`config.mk`:
```
export PLATFORM = sky130hd
export DESIGN_NAME = instrClassifier
export DESIGN_NICKNAME = d
export VERILOG_FILES = /design/src/source/cpuPkg.sv /design/src/source/instrClassifier.sv
export VERILOG_INCLUDE_DIRS = /design/src /design/src/include
export SDC_FILE = /design/constraint.sdc
export NUM_CORES = 1
export LEC_CHECK = 0
export BUFFER_PORTS_ARGS = -buffer_cell sky130_fd_sc_hd__clkbuf_2
export CORE_AREA = 2 2 39 41
export DETAILED_ROUTE_END_ITERATION = 12
export DIE_AREA = 0 0 41 43
export GPL_TIMING_DRIVEN = 0
export PLACE_DENSITY_LB_ADDON = 0.15
export SYNTH_ARGS = -nofsm -noshare
export SYNTH_HDL_FRONTEND = slang
export SYNTH_SLANG_ARGS = --single-unit
export TNS_END_PERCENT = 50
```
`constraint.sdc`:
```
create_clock -name vclk -period 1.05
set_clock_uncertainty 0.05 [all_clocks]
set_input_delay 0.315 -clock vclk [all_inputs]
set_output_delay 0.315 -clock vclk [all_outputs]
set_load 0.05 [all_outputs]
```
`src/include/cpu_consts.svh`:
```
`ifndef CPU_CONSTS_SVH
`define CPU_CONSTS_SVH

// datapath widths.
`define WORD_WIDTH      32
`define REG_ADDR_WIDTH  5
`define BYTE_WIDTH      8
`define HALF_WIDTH      16

// data memory geometry, word organized.
`define DMEM_WORDS      1024
`define DMEM_ADDR_WIDTH 10

// instruction field widths.
`define OPCODE_WIDTH    6
`define FUNCT_WIDTH     6

// load opcodes.
`define OP_LW           6'h23
`define OP_LH           6'h21
`define OP_LHU          6'h25
`define OP_LB           6'h20
`define OP_LBU          6'h24

// store opcodes.
`define OP_SW           6'h2b
`define OP_SH           6'h29
`define OP_SB           6'h28

// r-type space, funct 0 under it is the nop slot.
`define OP_SPECIAL      6'h00
`define FUNCT_NOP       6'h00

`endif
```
`src/source/cpuPkg.sv`:
```
`include "cpu_consts.svh"

package cpuPkg;

    typedef logic [`WORD_WIDTH-1:0]     word_t;     // data word or pc.
    typedef logic [`REG_ADDR_WIDTH-1:0] regAddr_t;  // gpr index.
    typedef logic [`WORD_WIDTH-1:0]     instr_t;    // raw instruction.
    typedef logic [`WORD_WIDTH/8-1:0]   byteEn_t;   // one bit per lane.

    // coarse class, decides what write-back does.
    typedef enum logic [1:0] {
        CLASS_ALU,   // writes execute result.
        CLASS_LOAD,
        CLASS_STORE,
        CLASS_NONE   // no register write.
    } instrClass_t;

    typedef enum logic [1:0] {
        SIZE_WORD,
        SIZE_HALF,
        SIZE_BYTE
    } accessSize_t;

    // execute stage output, sampled every cycle.
    typedef struct packed {
        logic     valid;
        instr_t   instr;
        word_t    pc;
        word_t    aluResult;     // address for mem ops, value otherwise.
        word_t    storeData;
        regAddr_t regWriteAddr;
    } exMemBundle_t;

    // mem/wb pipeline register contents; read word comes from ram.
    typedef struct packed {
        logic     valid;
        instr_t   instr;
        word_t    pc;
        word_t    aluResult;
        regAddr_t regWriteAddr;
    } memWbBundle_t;

    // commit record, also the gpr write port.
    typedef struct packed {
        logic     en;
        regAddr_t addr;
        word_t    data;
        word_t    pc;
    } regWrite_t;

endpackage

```
`src/source/instrClassifier.sv`:
```
`timescale 1ns/1ps
`include "cpu_consts.svh"

module instrClassifier (
    input  cpuPkg::instr_t      instr,
    output cpuPkg::instrClass_t instrClass,
    output cpuPkg::accessSize_t size,
    output logic                unsignedLoad
);

    logic [`OPCODE_WIDTH-1:0] opcode;
    logic [`FUNCT_WIDTH-1:0]  funct;

    assign opcode = instr[`WORD_WIDTH-1 -: `OPCODE_WIDTH]; // bits 31:26.
    assign funct  = instr[`FUNCT_WIDTH-1:0];               // bits 5:0.

    always_comb begin
        // defaults cover every register-writing non-memory op.
        instrClass   = cpuPkg::CLASS_ALU;
        size         = cpuPkg::SIZE_WORD;
        unsignedLoad = 1'b0;
        case (opcode)
            `OP_LW: begin
                instrClass = cpuPkg::CLASS_LOAD;
            end
            `OP_LH, `OP_LHU: begin
                instrClass   = cpuPkg::CLASS_LOAD;
                size         = cpuPkg::SIZE_HALF;
                unsignedLoad = (opcode == `OP_LHU); // zero extend.
            end
            `OP_LB, `OP_LBU: begin
                instrClass   = cpuPkg::CLASS_LOAD;
                size         = cpuPkg::SIZE_BYTE;
                unsignedLoad = (opcode == `OP_LBU);
            end
            `OP_SW: instrClass = cpuPkg::CLASS_STORE;
            `OP_SH: begin
                instrClass = cpuPkg::CLASS_STORE;
                size       = cpuPkg::SIZE_HALF;
            end
            `OP_SB: begin
                instrClass = cpuPkg::CLASS_STORE;
                size       = cpuPkg::SIZE_BYTE;
            end
            `OP_SPECIAL: begin
                if (funct == `FUNCT_NOP)
                    instrClass = cpuPkg::CLASS_NONE; // nop slot.
            end
            default: ; // alu class.
        endcase
    end

endmodule

```
# Word-level counts from Yosys, hierarchy flattened
# Cells that the tools add are included.
[word_totals]
register_bits = 0
in_bits = 32
out_inout_bits = 5
word_cells = 20
[classes]
eq_ne = 8
n_mux = 4
n_reduce_logical = 8
[op_table]
columns = ["cell", "n"]
rows = [
  ["6-bit == test, second input constant", 8],
  ["6-bit logical NOT", 2],
  ["3-bit OR reduction", 3],
  ["2-bit one-hot mux with 3 select lines", 1],
  ["5-bit OR reduction", 1],
  ["2-bit one-hot mux with 2 select lines", 1],
  ["2-bit OR reduction", 2],
  ["2-bit two-way mux", 1],
  ["1-bit one-hot mux with 2 select lines", 1],
]

# Logic depth before layout (Yosys ltp)
[logic_depth]
depth_word = 3
mapped_depth = 3
mapped_depth_nobuf = 3

# Least setup slack after synthesis
# No wires, ideal clock.
[synth_timing]
kind = "input-to-output"
start = "input port instr[30]"
end = "output port unsignedLoad"
arrival_ps = 2108
required_ps = 685
slack_ps = -1423
path_stages = 2
path_buffers = 0
path_cell_list = "nand2b_4 > nor4b_1"
[synth_between]
elab_chain_cells = 3
word_cells_on_any_way = 7
classes_between = "eq/ne (4); mux (1); reduce/logical (2)"
[synth_lines]
columns = ["element", "line_no", "text"]
rows = [
  ["start: declaration", "instrClassifier.sv:5", "input cpuPkg::instr_t instr,"],
  ["6-bit == test", "instrClassifier.sv:22", "case (opcode)"],
  ["2-bit OR reduction", "-", ""],
  ["1-bit one-hot mux with 2 select lines *", "instrClassifier.sv:22", ""],
  ["end: declaration", "instrClassifier.sv:8", "output logic unsignedLoad"],
]
# Every way passes the cells marked *; elsewhere a longest branch is shown, timed or not.

# Worst setup path after layout
[layout_timing]
start = "input port instr[30]"
end = "output port size[0]"
[layout_between]
elab_chain_cells = 3
word_cells_on_any_way = 9
classes_between = "eq/ne (6); mux (1); reduce/logical (2)"
[layout_lines]
columns = ["element", "line_no", "text"]
rows = [
  ["6-bit == test", "instrClassifier.sv:22", ""],
  ["3-bit OR reduction (no line)", "-", ""],
  ["2-bit one-hot mux with 2 select lines *", "instrClassifier.sv:22", ""],
  ["end: declaration", "instrClassifier.sv:7", "output cpuPkg::accessSize_t size,"],
]
# Marked as above.

==> summary.md <==
| Metric | Value |
|---|---|
| Area contributors post-synth | nand2b_4, nand2b_1, nor3b_2, nor4_1, nor4_2 |
| Total area of sequential cells | 0 um^2 |
| Crit path from | instr[30] |
| Power Density | 323.2 nW/um^2 |
| CP max FO | 4 |
| # IOs | 37 |
| Gr ovfl total | 0 |
| Vias in the first global route | 193 |
| Setup violators final | 5 |
| Worst Setup End Kind | output pin |
| Post-Syn Nets | 47 |
| CP required | 680 ps |
| Die Wd | 41 um |
| Status | finished, violations left |
| DR WL/cell | 10.06 um |
| Drc violations | 0 |
| Sw power | approximately 58 uW |
| Top cell type's share of synthesized area | 0.1196 |
| Sequential cell area fraction in the yosys report | 0 |
| Starting Density | 0.08318 |
| Clkbuf count | 0 |
| Post-layout nets | 66 |
| Post-DRT Antenna Nets | 0 |
| Leading area contributor after synthesis | nand2b_4 |
| DRT iter0 DRCs | 4 |
| WS Path Type | in2out |
| Die area | ~1800 um^2 |
| Max Fclk | 659.7 MHz |
| Yosys cell types | 13 |
| Slew Viols, Final | 0 |
| Row count | 14 |
| Max Cap Viol | 0 |
| Final Hold Fails | 0 |
| Nature of the critical path startpoint | input pin |
| Worst Tran Pin Value | 205.1 ps |
| Gpl congestion | 0.4934 |
| First-pass GRT wire length | 765 um |
| HP Start | instr[26] |
| Via density | slightly above 4 |
| Worst hold path class | in2out |
| Combinational power share | 1.000 |
| Largest net degree at the start of global routing | 7 |
| Placed insts | 48 |
| Slew HR | 0.8621 |
| Failing checks | negative setup slack |
| Minimum clock period | 1516 ps |
| Synth Warn # | 0 |
| Mapped Cells | 15 |
| Final period util | 1.444 |
| Clock power frac | 0 |
| Post-Syn Area | 115.1 um^2 |
| Initial antenna violation count | 0 |
| Layout cells sized above 1 | 0.8438 |
| I/O Buffers | 17 |
| Final Cell Area | 341.6 um^2 |
| CP endpoint | size[0] |
| Worst EP arrival | 1150 ps |
| Leak | roughly 0.00014 uW |
| Finished Layout Cells | 48 |
| Total Routed Length | 483 um |
| Setup ws final | -465.9 ps |
| Pre-CTS WS | -596.3 ps |
| Post-route core utilization | 0.2468 |
| P&R area growth vs syn | 196.7% |
| Reg power frac | 0 |
| DR pass1 iterations | 2 |
| Internal power | 52.28 uW |
| Inserted Diodes | 0 |
| DP Area | 256.5 um^2 |
| GRT Total Usage | 0.05700 |
| Peak supply drop | ~0.00011 V |
| Die Y | 43 um |
| Via count of the routed design | 196 |
| Post-synth top cells | nand2b_1, nor4_1 |
| Syn Area/Cell | ~7.7 um^2 |
| RSZ-0062 raised after global routing | true |
| Core Area | 1384 um^2 |
| Post-CTS Setup Inserts | 0 |
| FFs & Latches | 0 |
| Net Sw Frac | 0.5264 |
## area by class of cell
type | count | area (um^2)
Fill cell | 163 | 1042
Tap cell | 16 | 20.02
Timing Repair Buffer | 17 | 147.6
Multi-Input combinational cell | 15 | 173.9
## what timing repair did
action | in CTS | in global routing
cloned | 0 | 0
hold buffers | 0 | 0
endpoints found under the setup margin | 5 | 5
pin swaps | 3 | 1
gates resized for setup | 16 | 6
hold endpoints to repair | 0 | 0
## how the worst min path moves through the flow
stage                    to  cells after the start  slack, ps
2_1_floorplan       size[1]                      1        640
3_3_place_gp        size[1]                      3       1020
3_5_place_dp   unsignedLoad                      3       1030
4_1_cts             size[1]                      3        910
5_1_grt             size[1]                      3        900
6_report            size[1]                      3        880
## layer usage
layer,track usage,part of all wire,wire length (um),vias up
li1,-,-,-,96
met1,0.08889,0.39,188,89
met3,0.005236,0.097,47,0
met5,0,0,0,-
met2,0.08750,0.51,246,11
met4,0,0,0,0
## power groups by stage
stage / clock network (uW) / logic, uW / registers [uW]
after floorplan: 0 / 43.4 / 0
after global placement: 0 / 86.7 / 0
after detailed placement: 0 / 88.2 / 0
after CTS: 0 / 106 / 0
after global routing: 0 / 117 / 0
final: 0 / 110 / 0
## layout by cell type (no fill, tap or decap), types with 2 or more instances in the layout
master	n
nand2b_1	2
buf_8	4
clkbuf_2	9
clkbuf_4	2
clkbuf_8	2
nor4_2	3
## logic make-up after synthesis
logic type | count (synthesis) | share of synthesized area
and+or+nand+nor | 12 | 0.8150
AOI/OAI and AO/OA | 3 | 0.1848
## critical path, stage by stage
cell and delay, ps:
clkbuf_2 100, nand2b_4 170, a21o_4 210, nor3b_4 190, buf_8 170
## metrics by stage
stage               setup TNS [ps]  hold slack, ps  power (uW)
CTS                          -2192           910.3       105.8
global route                 -2477           899.3       117.4
global placement             -2699            1020       86.70
finish                       -2135           884.1       110.4
floorplan                    -1948           642.8       43.36
detailed placement           -2730            1027       88.17
No activity file was read; power rests on OpenSTA's default activity.
