File: src/include/cpu_consts.svh
`ifndef CPU_CONSTS_SVH
`define CPU_CONSTS_SVH

// datapath widths.
`define WORD_WIDTH      32
`define REG_ADDR_WIDTH  5
`define BYTE_WIDTH      8
`define HALF_WIDTH      16

// data memory geometry, word organized.
`define DMEM_WORDS      1024
`define DMEM_ADDR_WIDTH 10

// instruction field widths.
`define OPCODE_WIDTH    6
`define FUNCT_WIDTH     6

// load opcodes.
`define OP_LW           6'h23
`define OP_LH           6'h21
`define OP_LHU          6'h25
`define OP_LB           6'h20
`define OP_LBU          6'h24

// store opcodes.
`define OP_SW           6'h2b
`define OP_SH           6'h29
`define OP_SB           6'h28

// r-type space, funct 0 under it is the nop slot.
`define OP_SPECIAL      6'h00
`define FUNCT_NOP       6'h00

`endif
File: src/source/cpuPkg.sv
`include "cpu_consts.svh"

package cpuPkg;

    typedef logic [`WORD_WIDTH-1:0]     word_t;     // data word or pc.
    typedef logic [`REG_ADDR_WIDTH-1:0] regAddr_t;  // gpr index.
    typedef logic [`WORD_WIDTH-1:0]     instr_t;    // raw instruction.
    typedef logic [`WORD_WIDTH/8-1:0]   byteEn_t;   // one bit per lane.

    // coarse class, decides what write-back does.
    typedef enum logic [1:0] {
        CLASS_ALU,   // writes execute result.
        CLASS_LOAD,
        CLASS_STORE,
        CLASS_NONE   // no register write.
    } instrClass_t;

    typedef enum logic [1:0] {
        SIZE_WORD,
        SIZE_HALF,
        SIZE_BYTE
    } accessSize_t;

    // execute stage output, sampled every cycle.
    typedef struct packed {
        logic     valid;
        instr_t   instr;
        word_t    pc;
        word_t    aluResult;     // address for mem ops, value otherwise.
        word_t    storeData;
        regAddr_t regWriteAddr;
    } exMemBundle_t;

    // mem/wb pipeline register contents; read word comes from ram.
    typedef struct packed {
        logic     valid;
        instr_t   instr;
        word_t    pc;
        word_t    aluResult;
        regAddr_t regWriteAddr;
    } memWbBundle_t;

    // commit record, also the gpr write port.
    typedef struct packed {
        logic     en;
        regAddr_t addr;
        word_t    data;
        word_t    pc;
    } regWrite_t;

endpackage

File: src/source/regFile.sv
`timescale 1ns/1ps

module regFile (
    input  logic              clk,
    input  logic              rstN,
    input  cpuPkg::regWrite_t wr,
    input  cpuPkg::regAddr_t  rdAddr,
    output cpuPkg::word_t     rdData
);

    localparam int NUM_REGS = 2 ** $bits(cpuPkg::regAddr_t);

    cpuPkg::word_t regs [1:NUM_REGS-1]; // no storage for $0.

    always_ff @(posedge clk) begin
        if (!rstN) begin
            for (int i = 1; i < NUM_REGS; i++) begin
                regs[i] <= '0;
            end
        end else if (wr.en && (wr.addr != '0)) begin
            regs[wr.addr] <= wr.data;
        end
    end

    // combinational read.
    // no write-through, new value shows after the edge.
    always_comb begin
        if (rdAddr == '0)
            rdData = '0; // $0 hard-wired.
        else
            rdData = regs[rdAddr];
    end

endmodule

File: config.mk
export PLATFORM = sky130hd
export DESIGN_NAME = regFile
export DESIGN_NICKNAME = d
export VERILOG_FILES = /design/src/source/cpuPkg.sv /design/src/source/regFile.sv
export VERILOG_INCLUDE_DIRS = /design/src /design/src/include
export SDC_FILE = /design/constraint.sdc
export NUM_CORES = 1
export LEC_CHECK = 0
export BUFFER_PORTS_ARGS = -buffer_cell sky130_fd_sc_hd__buf_2
export CAP_MARGIN = 15
export CORE_MARGIN = 8
export CORE_UTILIZATION = 25
export CTS_BUF_LIST = sky130_fd_sc_hd__clkbuf_4 sky130_fd_sc_hd__clkbuf_8
export DETAILED_ROUTE_END_ITERATION = 10
export PLACE_DENSITY = 0.41
export SLEW_MARGIN = 20
export SYNTH_ARGS = -nofsm -noshare
export SYNTH_HDL_FRONTEND = slang
export SYNTH_SLANG_ARGS = --single-unit
File: constraint.sdc
create_clock -name clk -period 3.2 [get_ports clk]
set_input_delay 0.16 -clock clk [delete_from_list [all_inputs] [get_ports clk]]
set_output_delay 0.16 -clock clk [all_outputs]
set_load 0.05 [all_outputs]
# After elaboration in Yosys (flattened, before gate mapping)
# Memory sizes are Yosys's and may differ from the RTL's.
# Cells that the tools add are included.
# classes
div_mod_pow	0
n_lt_le_gt_ge	0
multipliers	0
mux	8
reduce_logical	4
shift	0
eq_ne	0
bitwise	0
n_addsub	0
# ops
operator	count
32-bit two-way mux	2
32-bit OR reduction	1
5-bit logical NOT	1
1-bit two-way mux	5
5-bit two-way mux	1
5-bit nonzero test	1
1-bit logical AND	1
# word_totals
n_memories	1
out_inout_bits	32
inputBits	77
rom_bits	0
ramBits	992
register_bits	0
latchBits	0
word_cells	13
# memory_table
name	words	width	read_ports	rd_ports_with_merged_regs	write_ports	line	source
regs	31	32	1	0	31	regFile.sv:13	cpuPkg::word_t regs [1:NUM_REGS-1];

# Logic depth before layout (Yosys ltp)
# Gate-level depths: netlist of the first run.
# logic_depth
word_depth	7
mapped_depth	7
mapped_depth_nobuf	4

# Least setup slack after synthesis of the first run
# Ideal clock, no wire load.
# synth_path
path_kind	input to register
start	in wr[65] in the netlist's numbering
end	mem regs[20][0] in the netlist's numbering (enable)
arrival_time_ns	3.053
stages	3
t_required_ns	2.734
path_buffers	1
setup_time_ns	0.466
setup_slack_ns	-0.319
path_cell_list	or3_4 > buf_4 > o21ai_0
# synth_rtl
item	line	source
start, declared	regFile.sv:6	input cpuPkg::regWrite_t wr,
end, declared	regFile.sv:13	

# Worst setup path in the final report of the first run
# layout_path
start	mem regs[22][10] in the netlist's numbering
end	out rdData[10]
# layout_via
elab_chain_cells	2
# layout_rtl
item	line	source
memory 31 x 32 bit	n/a	
32-bit two-way mux	regFile.sv:28	if (rdAddr == '0)
end, declared	regFile.sv:8	output cpuPkg::word_t rdData
# No other way between the ends.

==> results of run 1 <==
==> cell usage in the layout, fill, tap and decap left out, types with 3 or more instances in the layout <==
cell type / instances
nor2_4: 13
buf_4: 144
conb_1: 32
mux4_2: 224
a211oi_1: 32
and2_1: 993
buf_12: 61
a221oi_1: 23
mux2_2: 32
clkinv_1: 41
nor2_2: 19
o21ai_4: 31
nor2_1: 4
nand3b_1: 3
buf_2: 45
edfxtp_1: 1024
nor2b_1: 32
a22oi_1: 32
a311oi_1: 32
clkinvlp_4: 5
clkbuf_4: 51
o2111ai_1: 9
clkinv_2: 12
nand2_1: 21
mux2i_1: 64
inv_6: 4
o21ai_1: 53
dlygate4sd3_1: 33
diode_2: 12
clkbuf_8: 182
==> final cells by class <==
cell class	count	area, µm²	area share, %
Clock buffer	233	2890	5.26
Timing Repair Buffer	288	2950	5.38
Tap cell	2480	3100	5.65
Clock inverter	62	298	0.542
Sequential cell	1024	30700	56.0
Antenna cell	12	30.0	0.0547
Multi-Input combinational cell	1663	14900	27.1
Inverter	1	5.00	0.00911
==> kinds of logic (layout without fill, tap and decap cells) <==
logic type             after synthesis  in the layout
other                                1             44
muxes                              320            320
and+or+nand+nor                   1097           1097
DFF                               1024           1024
buffers and inverters              299            584
AOI/OAI and AO/OA                  214            214
==> worst paths after layout <==
check,startpoint,end,cells past startpoint
max,regs[22][10],rdData[10],5
min,wr[64],regs[16][9],3
==> power groups by stage <==
stage	clock (mW)	combinational (mW)	sequential, mW
floorplan	0	1.59	15.9
global placement	0	3.02	15.9
detailed placement	0	3.02	15.9
CTS	11.7	3.06	15.7
global route	12.3	3.13	15.7
finish	11.3	2.97	15.7
==> layer usage <==
layer	global-route usage (%)	up-vias	wire (µm)
met5	0	-	0
li1	-	11335	-
met1	20.3	13396	68700
met3	2.23	163	5300
met2	23.4	542	69100
met4	3.12	0	2420
==> impl_results.md, run 1 <==
* Result of the run: finished, final reports clean
* MaxCap Viol Count at 0
* Cell type contributing the most total cell area after synthesis: edfxtp_1
* Highest cell delay on the worst timing path at 760 ps
* Number of placed I/O pins at 109
* Post-layout net count at 3234
* Clk Tree Root Cell: clkbuf_8
* CTS tree: yes
* Unrepaired setup endpoints after global routing: no
* Antenna-violating nets left at 0
* Via count of the first global-routing pass at 26742
* Placed Instance Area at 51300 µm²
* Core area at 185000 µm²
* Global placement routability congestion at 0.725
* FMAX at 331 MHz
* Registers with the highest flip-flop counts: regs x1024
* Min-Delay Path Class: in2reg
* Final setup fails at 0
* Number of distinct library cell variants in the gate-level netlist after synthesis at 37
* Critical path startpoint category: flop
* Total number of vias at 25436
* Clock Sink Count at 1024
* Post-CTS setup repair buffer count at 0
* Top post-synthesis cells by count: 1024 x edfxtp_1, 993 x and2_1, 224 x mux4_2
* Final Non-Filler Cells at 5763
* Area fraction in compound gates after synthesis at 3.17%
* Average routed wire per standard cell at 25.3 µm
* Slowest stage cell, crit path: a311oi_1
* CP bufs+invs at 1
* Leakage power figure at 18.6 nW
* Power per Cell Area at 545 nW/µm²
* Number of synthesized flops with an enable pin at 1024
* Residual DRC count at 0
* Endpoints failing hold at 0
* Wire length of the first global-routing pass at 206000 µm
* Bufs on Longest Clock Path at 3
* Fraction of layout instances using a drive strength above 1 at 25.5%
* Global-route usage over all layers at 14.4%
* HPWL Detailed at 83700 µm
* Primary flip-flop cell chosen by synthesis mapping: edfxtp_1
* Share of total power in sequential cells at 52.3%
* Initial Util at 25.1%
* Internal Pwr Total at 22.5 mW
* CTS H-tree lvls at 4
* Number of antenna violations at the first check in global routing at 7
* Worst-margin pin slew at 1090 ps
* Final critical delay including setup and external delays at 3020 ps
* Post-synthesis adder-cell area fraction at 0%
* Main area contributors after synthesis: edfxtp_1 66%, and2_1 13%, mux4_2 11%, clkbuf_1 1.8%, mux2i_1 1.4%
* Total Wirelength at 146000 µm
* Number of buffers inserted by hold repair at cts at 33
* Post-synth ARST share at 0%
* Slew HR at 27.3%
* Largest register FFs at 1024
* Peak VDD IR at 0.442 mV
* Clock input transition at the sequential cells of the worst setup and hold paths at 60 ps
* Clock buffer count from CTS at 179
* Proportion of power drawn by combinational gates at 9.9%
* Simple-gate portion of the synthesized area at 14.6%
* Max-slew violation total from the final report at 0
* Mean area per synthesized cell at 15.7 µm²
* Vias per std cell at 4.41
* Number of fill cells in the layout at 18451
* Post-synthesis register bit count at 1024
* Required time at the endpoint of the critical path at 3040 ps
* Part of the cycle the worst path needs at 94.4%
* Register ranked first by flip-flop count: regs
* Post-layout total power at 29.9 mW
* Total iterations of the first detailed-routing run at 5
* Utilization after layout at 29.7%
* Post-synthesis mux area share at 13.0%
* Number of gates resized after cts at 0
* Residual overflow from global routing at 0
* Syn. warnings at 0
* Die H at 447 µm
* Cells after Synth at 2955
* Area of the mapped netlist at 46400 µm²
* Largest net degree at the start of global routing at 50
* Final critical-path setup slack at 181 ps
* Fraction of the yosys area taken by sequential cells at 66.2%
* Setup Crit Path Kind: reg2out
* Count of placed standard cells including taps at 5421
* Area delta synth->final at 18.3%
* Cell family with most CP delay: compound AO/OA/AOI/OAI gates
* Hold WS at 139 ps
* Port bufs at 76
* Part of the power in the clock network at 37.8%
* Dominant combinational cell family by area after synthesis: simple AND/OR/NAND/NOR gates
* Setup TNS at 0 ps
* Switch Pwr at 7.48 mW
* Biggest fanout along the worst timing path at 1
* Layout Cell Area excl Fill at 54900 µm²
* Initial DRC count at 2111
* Worst-path cell chain: mux2i_1, a221oi_1, o21ai_1, a311oi_1, buf_12
* Nature of the critical path endpoint: output pin
* Die outline area at 200000 µm²
* Area share of the leading cell type in the synthesized netlist at 66.2%
* Placement Setup Slack at 463 ps
* Switching Share at 25.0%
* Placement row count at 158
* Die Wd at 447 µm
* Most numerous cell in the Yosys netlist: edfxtp_1
* Area share of xor/xnor cells in the synthesized design at 0%
* CP Data Arrival Time at 2860 ps
No activity file was read; power rests on OpenSTA's default activity.
==> run 2, diff against run 1 <==
- BUFFER_PORTS_ARGS: -buffer_cell sky130_fd_sc_hd__buf_2 -> not set
- CORE_UTILIZATION: 25 -> 40
- DONT_BUFFER_PORTS: not set -> 1
- PLACE_DENSITY: 0.41 -> 0.57
==> run 2 against run 1 <==
Effect of this change: flip-flop and latch count did not move; wire length is 11% lower; via count is 1.7% higher; sequential share of layout area up 2.9 points; hold slack worse by 63 ps; utilization increased by 15 points; fmax down 4.1%; final area shrank 4.9%.
==> impl_results.md, run 2 (synthesis gave the netlist of run 1 again) <==
* Switching Share at 23.5% (-1.5 points)
* Initial Util at 40.1% (+15 points)
* Proportion of power drawn by combinational gates at 8.3% (-1.6 points)
* Post-layout net count at 3098 (-4.2%)
* Register ranked first by flip-flop count: regs
* Part of the power in the clock network at 37.2% (-0.6 points)
* Share of total power in sequential cells at 54.5% (+2.2 points)
* Endpoints failing hold at 0 (unchanged)
* Number of antenna violations at the first check in global routing at 15 (+8)
* Placement row count at 125 (-21%)
* Total iterations of the first detailed-routing run at 5 (unchanged)
* Leading cell types in the layout, fill and taps excluded: 1024 x edfxtp_1, 993 x and2_1, 224 x mux4_2, 174 x clkbuf_8, 111 x buf_4
* Leakage power figure at 17.8 nW (-4.5%)
* Final setup fails at 0 (unchanged)
* Number of fill cells in the layout at 10178 (-45%)
* Max-slew violation total from the final report at 0 (unchanged)
* Initial DRC count at 2503 (+19%)
* Wire length of the first global-routing pass at 185000 µm (-10%)
* Largest net degree at the start of global routing at 290 (+480%)
* Layout Cell Area excl Fill at 52200 µm² (-4.9%)
* Post-CTS setup repair buffer count at 0 (unchanged)
* Bufs on Longest Clock Path at 3 (unchanged)
* Die H at 357 µm (-20%)
* Result of the run: finished, final reports clean
* Residual overflow from global routing at 0 (unchanged)
* Biggest fanout along the worst timing path at 227 (+226)
* Antenna-violating nets left at 0 (unchanged)
* Clock input transition at the sequential cells of the worst setup and hold paths at 60 ps (about the same)
* Average routed wire per standard cell at 27.7 µm (+9.5%)
* Setup TNS at 0 ps (unchanged)
* Setup Crit Path Kind: in2out
* Worst-margin pin slew at 1120 ps (+28.7 ps)
* CTS H-tree lvls at 4 (unchanged)
* Number of placed I/O pins at 109 (unchanged)
* Vias per std cell at 5.55 (+26%)
* Crit. Startpoint: rdAddr[1]
* Largest register FFs at 1024 (unchanged)
* Part of the cycle the worst path needs at 98.4% (+4.1 points)
* Via count of the first global-routing pass at 27138 (+1.5%)
* Required time at the endpoint of the critical path at 3040 ps (about the same)
* Slew HR at 25.1% (-2.2 points)
* Hold Startpoint: wr[66]
* Total Wirelength at 129000 µm (-11%)
* Area delta synth->final at 12.5%
* MaxCap Viol Count at 0 (unchanged)
* Registers with the highest flip-flop counts: regs x1024
* CTS tree: yes
* Clk Tree Root Cell: clkbuf_8
* Power per Cell Area at 550 nW/µm² (+0.88%)
* Nature of the critical path endpoint: output pin
* Min-Delay Path Class: in2reg
* Final critical delay including setup and external delays at 3150 ps (+131 ps)
* Switch Pwr at 6.74 mW (-9.9%)
* Internal Pwr Total at 22.0 mW (-2.1%)
* Total number of vias at 25859 (+1.7%)
* Residual DRC count at 0 (unchanged)
* FMAX at 317 MHz (-4.1%)
* Leading cell type in the layout, fill and taps excluded: edfxtp_1
* Peak VDD IR at 0.387 mV (-12%)
* Placed Instance Area at 48500 µm² (-5.4%)
* Global-route usage over all layers at 20.0% (+5.6 points)
* Global placement routability congestion at 0.791 (+9.2%)
* Critical path startpoint category: input pin
* HPWL Detailed at 69300 µm (-17%)
* Unrepaired setup endpoints after global routing: no
* Die Wd at 357 µm (-20%)
* Port bufs at 0 (-100%)
* Fraction of layout instances using a drive strength above 1 at 23.2% (-2.3 points)
* Die outline area at 127000 µm² (-36%)
* Clock buffer count from CTS at 168 (-6.1%)
* Core area at 116000 µm² (-37%)
* Clock Sink Count at 1024 (unchanged)
* WHS Path Cells at 3 (unchanged)
* CP Data Arrival Time at 2990 ps (+130 ps)
run 2: repair_timing:
item,CTS,global route
hold buffers,47,4
gates resized for setup,1,0
endpoints found under the setup margin,1,0
endpoints found under the hold margin,2016,4
run 2: worst paths after layout:
kind / end / slack, ps
max: rdData[16] / 50
min: regs[28][5] / 80
run 2: metal layers:
| layer | GRT usage (%) | up-vias | part of all wire (%) |
|---|---|---|---|
| li1 | - | 11065 | - |
| met1 | 27.2 | 13616 | 42 |
| met2 | 32.6 | 1004 | 48 |
| met3 | 4.04 | 172 | 7.6 |
| met4 | 5.73 | 2 | 2.1 |
| met5 | 0 | - | 0.010 |
run 2: power by group through the flow:
stage                     registers [mW]  logic, mW  clock network [mW]
after floorplan                     15.9       1.59                   0
after global placement              15.9       2.10                   0
after detailed placement            15.9       2.10                   0
after CTS                           15.7       2.39                10.9
after global routing                15.7       2.48                11.4
final                               15.7       2.39                10.7
run 2: layout make-up:
type	instances	area [µm²]	area share [%]
antenna	7	17.5	0.0335
inverter	1	3.75	0.00719
clock buffer	227	2790	5.35
tap	1524	1910	3.65
timing repair buffer	163	1500	2.87
multi-input combinational	1663	15000	28.8
clock inverter	50	225	0.431
sequential	1024	30700	58.9
run 2: worst max-delay path: stages:
cell and delay [ps]:
nor2_2 1110, buf_4 390, nand2_1 90, o2111ai_1 220
a311oi_2 270, buf_4 260
run 2: stage by stage:
step	util, %	hold slack [ps]	setup slack (ps)	instances	power (mW)
final	45.1	75.9	50.2	4659	28.7
after global routing	45.1	66.2	80.4	4655	29.6
after CTS	45.1	6.10	38.4	4648	29.0
after detailed placement	41.9	263	610	4324	18.0
after global placement	41.9	263	666	4324	18.0
after floorplan	-	259	-319	2986	17.5
