### config.mk
export PLATFORM = sky130hd
export DESIGN_NAME = writeBackStage
export DESIGN_NICKNAME = d
export VERILOG_FILES = /design/src/source/cpuPkg.sv /design/src/source/writeBackStage.sv /design/src/source/loadExtender.sv /design/src/source/instrClassifier.sv
export VERILOG_INCLUDE_DIRS = /design/src /design/src/include
export SDC_FILE = /design/constraint.sdc
export NUM_CORES = 1
export LEC_CHECK = 0
export BUFFER_PORTS_ARGS = -buffer_cell sky130_fd_sc_hd__buf_4
export CAP_MARGIN = 5
export CORE_AREA = 2 2 79 81
export DETAILED_ROUTE_END_ITERATION = 7
export DIE_AREA = 0 0 81 83
export GPL_TIMING_DRIVEN = 0
export PLACE_DENSITY = 0.78
export SLEW_MARGIN = 20
export SYNTH_ARGS = -nofsm -noshare
export SYNTH_HDL_FRONTEND = slang
export SYNTH_SLANG_ARGS = --single-unit
### constraint.sdc
create_clock -name vclk -period 6
set_input_delay 0.6 -clock vclk [all_inputs]
set_output_delay 0.6 -clock vclk [all_outputs]
set_load 0.01 [all_outputs]
### src/include/cpu_consts.svh
`ifndef CPU_CONSTS_SVH
`define CPU_CONSTS_SVH

// datapath widths.
`define WORD_WIDTH      32
`define REG_ADDR_WIDTH  5
`define BYTE_WIDTH      8
`define HALF_WIDTH      16

// data memory geometry, word organized.
`define DMEM_WORDS      1024
`define DMEM_ADDR_WIDTH 10

// instruction field widths.
`define OPCODE_WIDTH    6
`define FUNCT_WIDTH     6

// load opcodes.
`define OP_LW           6'h23
`define OP_LH           6'h21
`define OP_LHU          6'h25
`define OP_LB           6'h20
`define OP_LBU          6'h24

// store opcodes.
`define OP_SW           6'h2b
`define OP_SH           6'h29
`define OP_SB           6'h28

// r-type space, funct 0 under it is the nop slot.
`define OP_SPECIAL      6'h00
`define FUNCT_NOP       6'h00

`endif
### src/source/cpuPkg.sv
`include "cpu_consts.svh"

package cpuPkg;

    typedef logic [`WORD_WIDTH-1:0]     word_t;     // data word or pc.
    typedef logic [`REG_ADDR_WIDTH-1:0] regAddr_t;  // gpr index.
    typedef logic [`WORD_WIDTH-1:0]     instr_t;    // raw instruction.
    typedef logic [`WORD_WIDTH/8-1:0]   byteEn_t;   // one bit per lane.

    // coarse class, decides what write-back does.
    typedef enum logic [1:0] {
        CLASS_ALU,   // writes execute result.
        CLASS_LOAD,
        CLASS_STORE,
        CLASS_NONE   // no register write.
    } instrClass_t;

    typedef enum logic [1:0] {
        SIZE_WORD,
        SIZE_HALF,
        SIZE_BYTE
    } accessSize_t;

    // execute stage output, sampled every cycle.
    typedef struct packed {
        logic     valid;
        instr_t   instr;
        word_t    pc;
        word_t    aluResult;     // address for mem ops, value otherwise.
        word_t    storeData;
        regAddr_t regWriteAddr;
    } exMemBundle_t;

    // mem/wb pipeline register contents; read word comes from ram.
    typedef struct packed {
        logic     valid;
        instr_t   instr;
        word_t    pc;
        word_t    aluResult;
        regAddr_t regWriteAddr;
    } memWbBundle_t;

    // commit record, also the gpr write port.
    typedef struct packed {
        logic     en;
        regAddr_t addr;
        word_t    data;
        word_t    pc;
    } regWrite_t;

endpackage

### src/source/writeBackStage.sv
`timescale 1ns/1ps

module writeBackStage (
    input  cpuPkg::memWbBundle_t wbIn,
    input  cpuPkg::word_t        memWord,
    output cpuPkg::regWrite_t    wbOut
);

    cpuPkg::instrClass_t instrClass;
    cpuPkg::accessSize_t size;
    logic                unsignedLoad;
    cpuPkg::word_t       extWord;
    logic                writesReg;

    // second decode of the same instruction, now in wb.
    instrClassifier instrClassifier_inst (
        .instr        (wbIn.instr),
        .instrClass   (instrClass),
        .size         (size),
        .unsignedLoad (unsignedLoad)
    );

    loadExtender loadExtender_inst (
        .memWord      (memWord),
        .offset       (wbIn.aluResult[1:0]), // byte offset of the load.
        .size         (size),
        .unsignedLoad (unsignedLoad),
        .extWord      (extWord)
    );

    assign writesReg = (instrClass == cpuPkg::CLASS_ALU) ||
                       (instrClass == cpuPkg::CLASS_LOAD);

    // $0 writes are dropped here, never reach the gpr.
    assign wbOut.en   = wbIn.valid && writesReg && (wbIn.regWriteAddr != '0);
    assign wbOut.addr = wbIn.regWriteAddr;
    assign wbOut.data = (instrClass == cpuPkg::CLASS_LOAD) ? extWord : wbIn.aluResult;
    assign wbOut.pc   = wbIn.pc;

endmodule

### src/source/loadExtender.sv
`timescale 1ns/1ps
`include "cpu_consts.svh"

module loadExtender (
    input  cpuPkg::word_t       memWord,
    input  logic [1:0]          offset,
    input  cpuPkg::accessSize_t size,
    input  logic                unsignedLoad,
    output cpuPkg::word_t       extWord
);

    logic [`BYTE_WIDTH-1:0] selByte;
    logic [`HALF_WIDTH-1:0] selHalf;
    logic                   byteSign;
    logic                   halfSign;

    // lane select, offsets assumed aligned.
    assign selByte = memWord[offset*`BYTE_WIDTH +: `BYTE_WIDTH];
    assign selHalf = memWord[offset[1]*`HALF_WIDTH +: `HALF_WIDTH];

    // fill bit, forced low for lbu/lhu.
    assign byteSign = selByte[`BYTE_WIDTH-1] & ~unsignedLoad;
    assign halfSign = selHalf[`HALF_WIDTH-1] & ~unsignedLoad;

    always_comb begin
        case (size)
            cpuPkg::SIZE_BYTE:
                extWord = {{(`WORD_WIDTH-`BYTE_WIDTH){byteSign}}, selByte};
            cpuPkg::SIZE_HALF:
                extWord = {{(`WORD_WIDTH-`HALF_WIDTH){halfSign}}, selHalf};
            default:
                extWord = memWord; // lw, untouched.
        endcase
    end

endmodule

### src/source/instrClassifier.sv
`timescale 1ns/1ps
`include "cpu_consts.svh"

module instrClassifier (
    input  cpuPkg::instr_t      instr,
    output cpuPkg::instrClass_t instrClass,
    output cpuPkg::accessSize_t size,
    output logic                unsignedLoad
);

    logic [`OPCODE_WIDTH-1:0] opcode;
    logic [`FUNCT_WIDTH-1:0]  funct;

    assign opcode = instr[`WORD_WIDTH-1 -: `OPCODE_WIDTH]; // bits 31:26.
    assign funct  = instr[`FUNCT_WIDTH-1:0];               // bits 5:0.

    always_comb begin
        // defaults cover every register-writing non-memory op.
        instrClass   = cpuPkg::CLASS_ALU;
        size         = cpuPkg::SIZE_WORD;
        unsignedLoad = 1'b0;
        case (opcode)
            `OP_LW: begin
                instrClass = cpuPkg::CLASS_LOAD;
            end
            `OP_LH, `OP_LHU: begin
                instrClass   = cpuPkg::CLASS_LOAD;
                size         = cpuPkg::SIZE_HALF;
                unsignedLoad = (opcode == `OP_LHU); // zero extend.
            end
            `OP_LB, `OP_LBU: begin
                instrClass   = cpuPkg::CLASS_LOAD;
                size         = cpuPkg::SIZE_BYTE;
                unsignedLoad = (opcode == `OP_LBU);
            end
            `OP_SW: instrClass = cpuPkg::CLASS_STORE;
            `OP_SH: begin
                instrClass = cpuPkg::CLASS_STORE;
                size       = cpuPkg::SIZE_HALF;
            end
            `OP_SB: begin
                instrClass = cpuPkg::CLASS_STORE;
                size       = cpuPkg::SIZE_BYTE;
            end
            `OP_SPECIAL: begin
                if (funct == `FUNCT_NOP)
                    instrClass = cpuPkg::CLASS_NONE; // nop slot.
            end
            default: ; // alu class.
        endcase
    end

endmodule

== After elaboration in Yosys (flattened, before gate mapping) ==
Cells that the tools add are included.
Widths: inputs -> output; s select.

* Bits in registers: 0
* Bits of input ports: 134
* Output and inout bits: 70
* Logic and storage cells: 35

* Eq/ne operators: 11
* Shifts and indexed selects: 2
* Multiplexer cells: 6
* Bitwise gates (word level): 3
* Reductions and logical operators: 13

{| class="wikitable"
|+ Operators by type and width
! kind !! count
|-
| $pmux 32 s2 || 1
|-
| $eq 6x6->1 const B || 8
|-
| $mux 32 || 1
|-
| $shiftx 32x6->16 || 1
|-
| $shiftx 32x6->8 || 1
|-
| $logic_not 6->1 || 2
|-
| $reduce_or 3->1 || 3
|-
| $pmux 2 s3 || 1
|-
| $reduce_bool 5->1 || 1
|-
| $reduce_or 5->1 || 1
|-
| $eq 2x1->1 const B || 2
|-
| $pmux 2 s2 || 1
|-
| $reduce_or 2->1 || 2
|-
| $and 1x1->1 || 2
|-
| $eq 2x2->1 const B || 1
|-
| $logic_and 1x1->1 || 2
|-
| $logic_not 2->1 || 1
|-
| $mux 2 || 1
|-
| $pmux 1 s2 || 1
|-
| $logic_or 1x1->1 || 1
|-
| $not 1->1 || 1
|}

== Depth between registers and ports, before layout ==
Gate-level depths: netlist (run 1).

* Word-level depth: 7
* Gate-level depth with buffers: 10
* Depth with buffers taken out: 9

== Hierarchy ==
From an unflattened synthesis (run 1), not the netlist that was laid out.

* Cell total of the unflattened synthesis: 201
* Area, all modules: 1632.8 um2

{| class="wikitable"
|+ Modules (own cells, without submodules)
! module !! instances !! cells an instance !! area each (um2) !! sequential area each (um2)
|-
| writeBackStage || 1 || 78 || 848.3 || 0.0
|-
| loadExtender || 1 || 108 || 669.4 || 0.0
|-
| instrClassifier || 1 || 15 || 115.1 || 0.0
|}

== Least setup slack after synthesis (run 1) ==
OpenSTA, ideal clock, no wires.

* Path type: input to output
* Start: input port wbIn[96] (netlist bit)
* End: output port wbOut[36] (netlist bit)
* Arrival: 2.535 ns
* Data required time: 5.400 ns
* Slack: 2.865 ns
* Stages: 8
* Buffers on the path: 1
* Cell sequence: nor3b_1 > nand3_1 > ha_1 > buf_2 > or4b_2 > nor2_1 > nor3_1 > a32o_1

{| class="wikitable"
|+ RTL lines
! item !! line !! source
|-
| start, declared || writeBackStage.sv:4 || <nowiki>input cpuPkg::memWbBundle_t wbIn,</nowiki>
|-
| end, declared || writeBackStage.sv:6 || <nowiki>output cpuPkg::regWrite_t wbOut</nowiki>
|}

==> out/metrics.cfg, run 1 <==
[run_status]
status=completed

[sta]
fmax_ghz=0.283
hold_ws_ns=1.38
max-slew-margin-rel_pct=56.0
worst_pin_slew_ns=0.654
hold_violations=0
finalMaxSlewViolations=0
tns_ns=0
setup_viol=0
timing.final.ws_setup_ns=2.46
period_share_pct=59.0
fin_crit_ns=3.54
rsz0062_at_grt=false

[final_layout]
area_growth_pct=85.6
fin_cells=460
drive_above_1_share_pct=53.8
layout.nets=523
regArea_um2=0
clkbuf_count=0
seq_cell_count=0
fillers=606
multi_input_area_um2=1060
diodes=0

[drt]
wire_per_inst_um=15.1
drcViolationCount=0
dr.pass1.iters=4
vias_per_cell=4.95
vias=2278
detail-route-antenna-nets=0
drtIter0Drc=76
drt_wl_total_um=6940

[min_path]
hp-class=in -> out
hold_path_depth=2
whs_endpoint=wbOut[21]
hold_start=wbIn[58]

[worst_setup_path]
cp.arrival_ns=2.94
required_ns=5.40
cp_max_fo=9
startpoint=wbIn[96]
path_class=in -> out
start_kind=primary input
worst_setup_path_end_kind=primary output

[power_and_ir_drop]
p_per_area_nw_per_um2=69.8
max-vdd-ir-drop_mv=0.0280
finalPower_w=0.000186
cellLeakagePower_nw=1.38

[place]
portBuffers=151
dp.cells=460
gp_congestion=0.883
dpl.hpwl_um=5930
dp_slack_ns=2.46

[clock_network]
cts_setup_buffers=0
cts-resized-gates=0
hold_buffers=0

[floorplan]
die_area_um2=6720
die_height_um=83
die_w_um=81
ios=204
rows=28
core_um2=5820
start_util_pct=24.7

[synthesis]
syn_area_um2=1430
synthTopCellsByCount=nand2_1, buf_4, nand3_1
yosysMostFrequentCell=nand2_1
synth_top_area_cell=buf_4
syn_area_per_cell_um2=6.13
synth_top_cell_area_share_pct=19.9
synth_cells=234
yosysSeqAreaShare_pct=0
netlist_top_cells_area=buf_4, nand2_1, nand3_1
synth_cell_type_count=41
yosysWarningCount=0
synth_nets=370

[flow_run]
max_cap_viol_count=0

[global_routing]
grt_pass1_vias=2156
grt_start_max_net_pins=11
grt_remaining_overflow=0
grt_usage_pct=18.7
antenna_found_initial=0
grt_pass1_wl_um=10200

-- power breakdown --
part           internal [W]  total, W  switching [W]
clock                     0         0              0
sequential                0         0              0
combinational      0.000108  0.000186      0.0000782
total              0.000108  0.000186      0.0000782
-- layout make-up --
type	instances	area share, %
Timing Repair Buffer	151	42.6
Multi-Input combinational cell	176	39.9
Buffer	52	13.1
Tap cell	75	3.53
Inverter	6	0.846
-- logic make-up (layout without fill, tap and decap cells) --
logic type	count (synthesis)	count (layout)	synth area share, %
compound gates	58	58	29.1
fa+ha+maj	2	2	1.74
buf+inv	58	209	25.9
mux	9	9	7.85
simple gates	107	107	35.4
-- layout by cell type, fill, tap and decap left out, types with 2 or more instances in the layout --
master,synthesis,final
a211oi_1,6,6
a22o_1,5,5
a311oi_1,3,3
nor3_1,8,8
a211o_1,2,2
clkbuf_1,9,9
buf_4,38,189
nor2_1,13,13
nand3_1,28,28
a21oi_1,9,9
nand2_1,40,40
o21ai_0,14,14
inv_1,6,6
nor4_1,3,3
and2_1,2,2
mux2_2,8,8
a22oi_1,5,5
a221oi_1,4,4
nand2b_1,4,4
ha_1,2,2
o211ai_1,3,3
buf_2,3,3
-- per-layer routing --
| metal | global-route usage (%) | vias to the layer above | part of all wire [%] |
|---|---|---|---|
| met3 | 2.17 | 4 | 9.0 |
| met5 | 0 | - | 0 |
| li1 | - | 1117 | - |
| met4 | 1.08 | 0 | 0.39 |
| met2 | 35.3 | 139 | 50 |
| met1 | 23.0 | 1018 | 40 |
-- how the worst max path moves through the flow --
stage,end,slack [ns],cells past startpoint
2_1_floorplan,wbOut[36],2.86,8
3_3_place_gp,wbOut[36],2.47,10
3_5_place_dp,wbOut[36],2.46,10
4_1_cts,wbOut[36],2.46,10
5_1_grt,wbOut[58],2.23,10
6_report,wbOut[36],2.46,10
-- stage by stage --
stage          utilization, %  instance area [um2]
6_report                 45.8                 2660
2_1_floorplan               -                 1430
3_3_place_gp             45.8                 2660
3_5_place_dp             45.8                 2660
5_1_grt                  45.8                 2660
4_1_cts                  45.8                 2660
-- critical path, stage by stage --
cell	delay (ns)
buf_4	0.13
nor3b_1	0.32
nand3_1	0.16
ha_1	0.31
buf_2	0.18
or4b_2	0.68
nor2_1	0.12
nor3_1	0.05
a32o_1	0.25
buf_4	0.14
No activity file was read; power rests on OpenSTA's default activity.
==> run 2, diff against run 1 <==
- CORE_AREA: 2 2 79 81 -> 2 2 78 80
- DIE_AREA: 0 0 81 83 -> 0 0 80 82
- PLACE_DENSITY: 0.78 -> 0.82
- clock period: 6 -> 2.9 ns (I/O delays scaled with it)
==> out/metrics.cfg, run 2 (synthesized netlist as in run 1, its figures left out) <==
[place]
portBuffers=151
dp.cells=460
gp_congestion=0.918
dpl.hpwl_um=5830

[power_and_ir_drop]
cellLeakagePower_nw=1.40
max-vdd-ir-drop_mv=0.0614
p_per_area_nw_per_um2=144
finalPower_w=0.000387

[clock_network]
cts_setup_buffers=0
hold_buffers=0

[sta]
fin_crit_ns=2.73
tns_ns=0
max-slew-margin-rel_pct=48.8
finalMaxSlewViolations=0
rsz0062_at_grt=false
setup_viol=0
hold_ws_ns=0.756
hold_violations=0
period_share_pct=94.2
fmax_ghz=0.366
worst_pin_slew_ns=0.762

[worst_setup_path]
slowest_delay_ns=0.44
cp.arrival_ns=2.44
crit_path_cell_trace=buf_4, nor3b_4, nand3_1, ha_1, buf_2, clkbuf_1, a211oi_1, o41ai_1, buf_4
worst_setup_path_end_kind=primary output
endpoint=wbOut[37]
cp_slowest_cell=o41ai_1
startpoint=wbIn[96]
crit_top_cell=buf_4
path_class=in -> out
cp_max_fo=10
required_ns=2.61
start_kind=primary input

[drt]
dr.pass1.iters=4
detail-route-antenna-nets=0
drt_wl_total_um=6960
wire_per_inst_um=15.1
vias=2264
vias_per_cell=4.92
drcViolationCount=0
drtIter0Drc=76

[final_layout]
final_cell_mix=buf_4, nand2_1, nand3_1, o21ai_0, nor2_1
layout.nets=523
seq_cell_count=0
layout_commonest_cell=buf_4
clkbuf_count=0
regArea_um2=0
fillers=600
area_growth_pct=87.1
fin_cells=460
fin_util_pct=46.7
drive_above_1_share_pct=55.1
diodes=0

[global_routing]
grt_start_max_net_pins=11
grt_pass1_vias=2086
grt_pass1_wl_um=10100
grt_remaining_overflow=0
grt_usage_pct=19.0
antenna_found_initial=0

[floorplan]
start_util_pct=25.0
die_w_um=80
die_area_um2=6560
rows=28
core_um2=5750
die_height_um=82
ios=204

[flow_run]
max_cap_viol_count=0

[min_path]
hold_path_depth=2
hold_start=wbIn[47]
hp-class=in -> out

[run_status]
status=completed

run 2: timing repair:
item                                    CTS  global route
pin swaps                                 0             0
resized for setup                         1             9
endpoints found under the setup margin   11            21
run 2: worst max-delay path: cells and delay by family:
family                     cells  cell delay [ns]
buffers and inverters          4             0.93
AOI/OAI and AO/OA              2             0.57
and+or+nand+nor                2             0.35
adders and majority gates      1             0.29
run 2: report_power, final:
part | internal [W] | switching, W
logic | 0.000224 | 0.000163
registers | 0 | 0
clock network | 0 | 0
total | 0.000224 | 0.000163
run 2: worst min-delay path by stage:
| stage | endpoint | slack, ns |
|---|---|---|
| floorplan | wbOut[0] | 0.67 |
| global placement | wbOut[1] | 0.76 |
| detailed placement | wbOut[10] | 0.76 |
| CTS | wbOut[10] | 0.76 |
| global route | wbOut[4] | 0.76 |
| finish | wbOut[10] | 0.76 |
run 2: final cells by class:
class | count | area [um2] | area share [%]
Multi-Input combinational cell | 176 | 1080 | 40.3
Inverter | 6 | 22.5 | 0.840
Tap cell | 75 | 93.8 | 3.50
Timing Repair Buffer | 151 | 1130 | 42.3
Buffer | 52 | 353 | 13.2
run 2: metrics by stage:
step           instance area (um2)  setup slack (ns)
6_report                      2680             0.169
5_1_grt                       2680            0.0501
4_1_cts                       2670            0.0732
3_5_place_dp                  2660           -0.0474
3_3_place_gp                  2660           -0.0295
2_1_floorplan                 1430             0.385
run 2: routing by layer:
metal	vias up	global-route usage (%)	part of all wire (%)
met1	1013	24.2	39
met5	-	0	0
met3	4	1.87	9.5
met2	134	35.6	51
met4	0	1.86	0.63
li1	1113	-	-
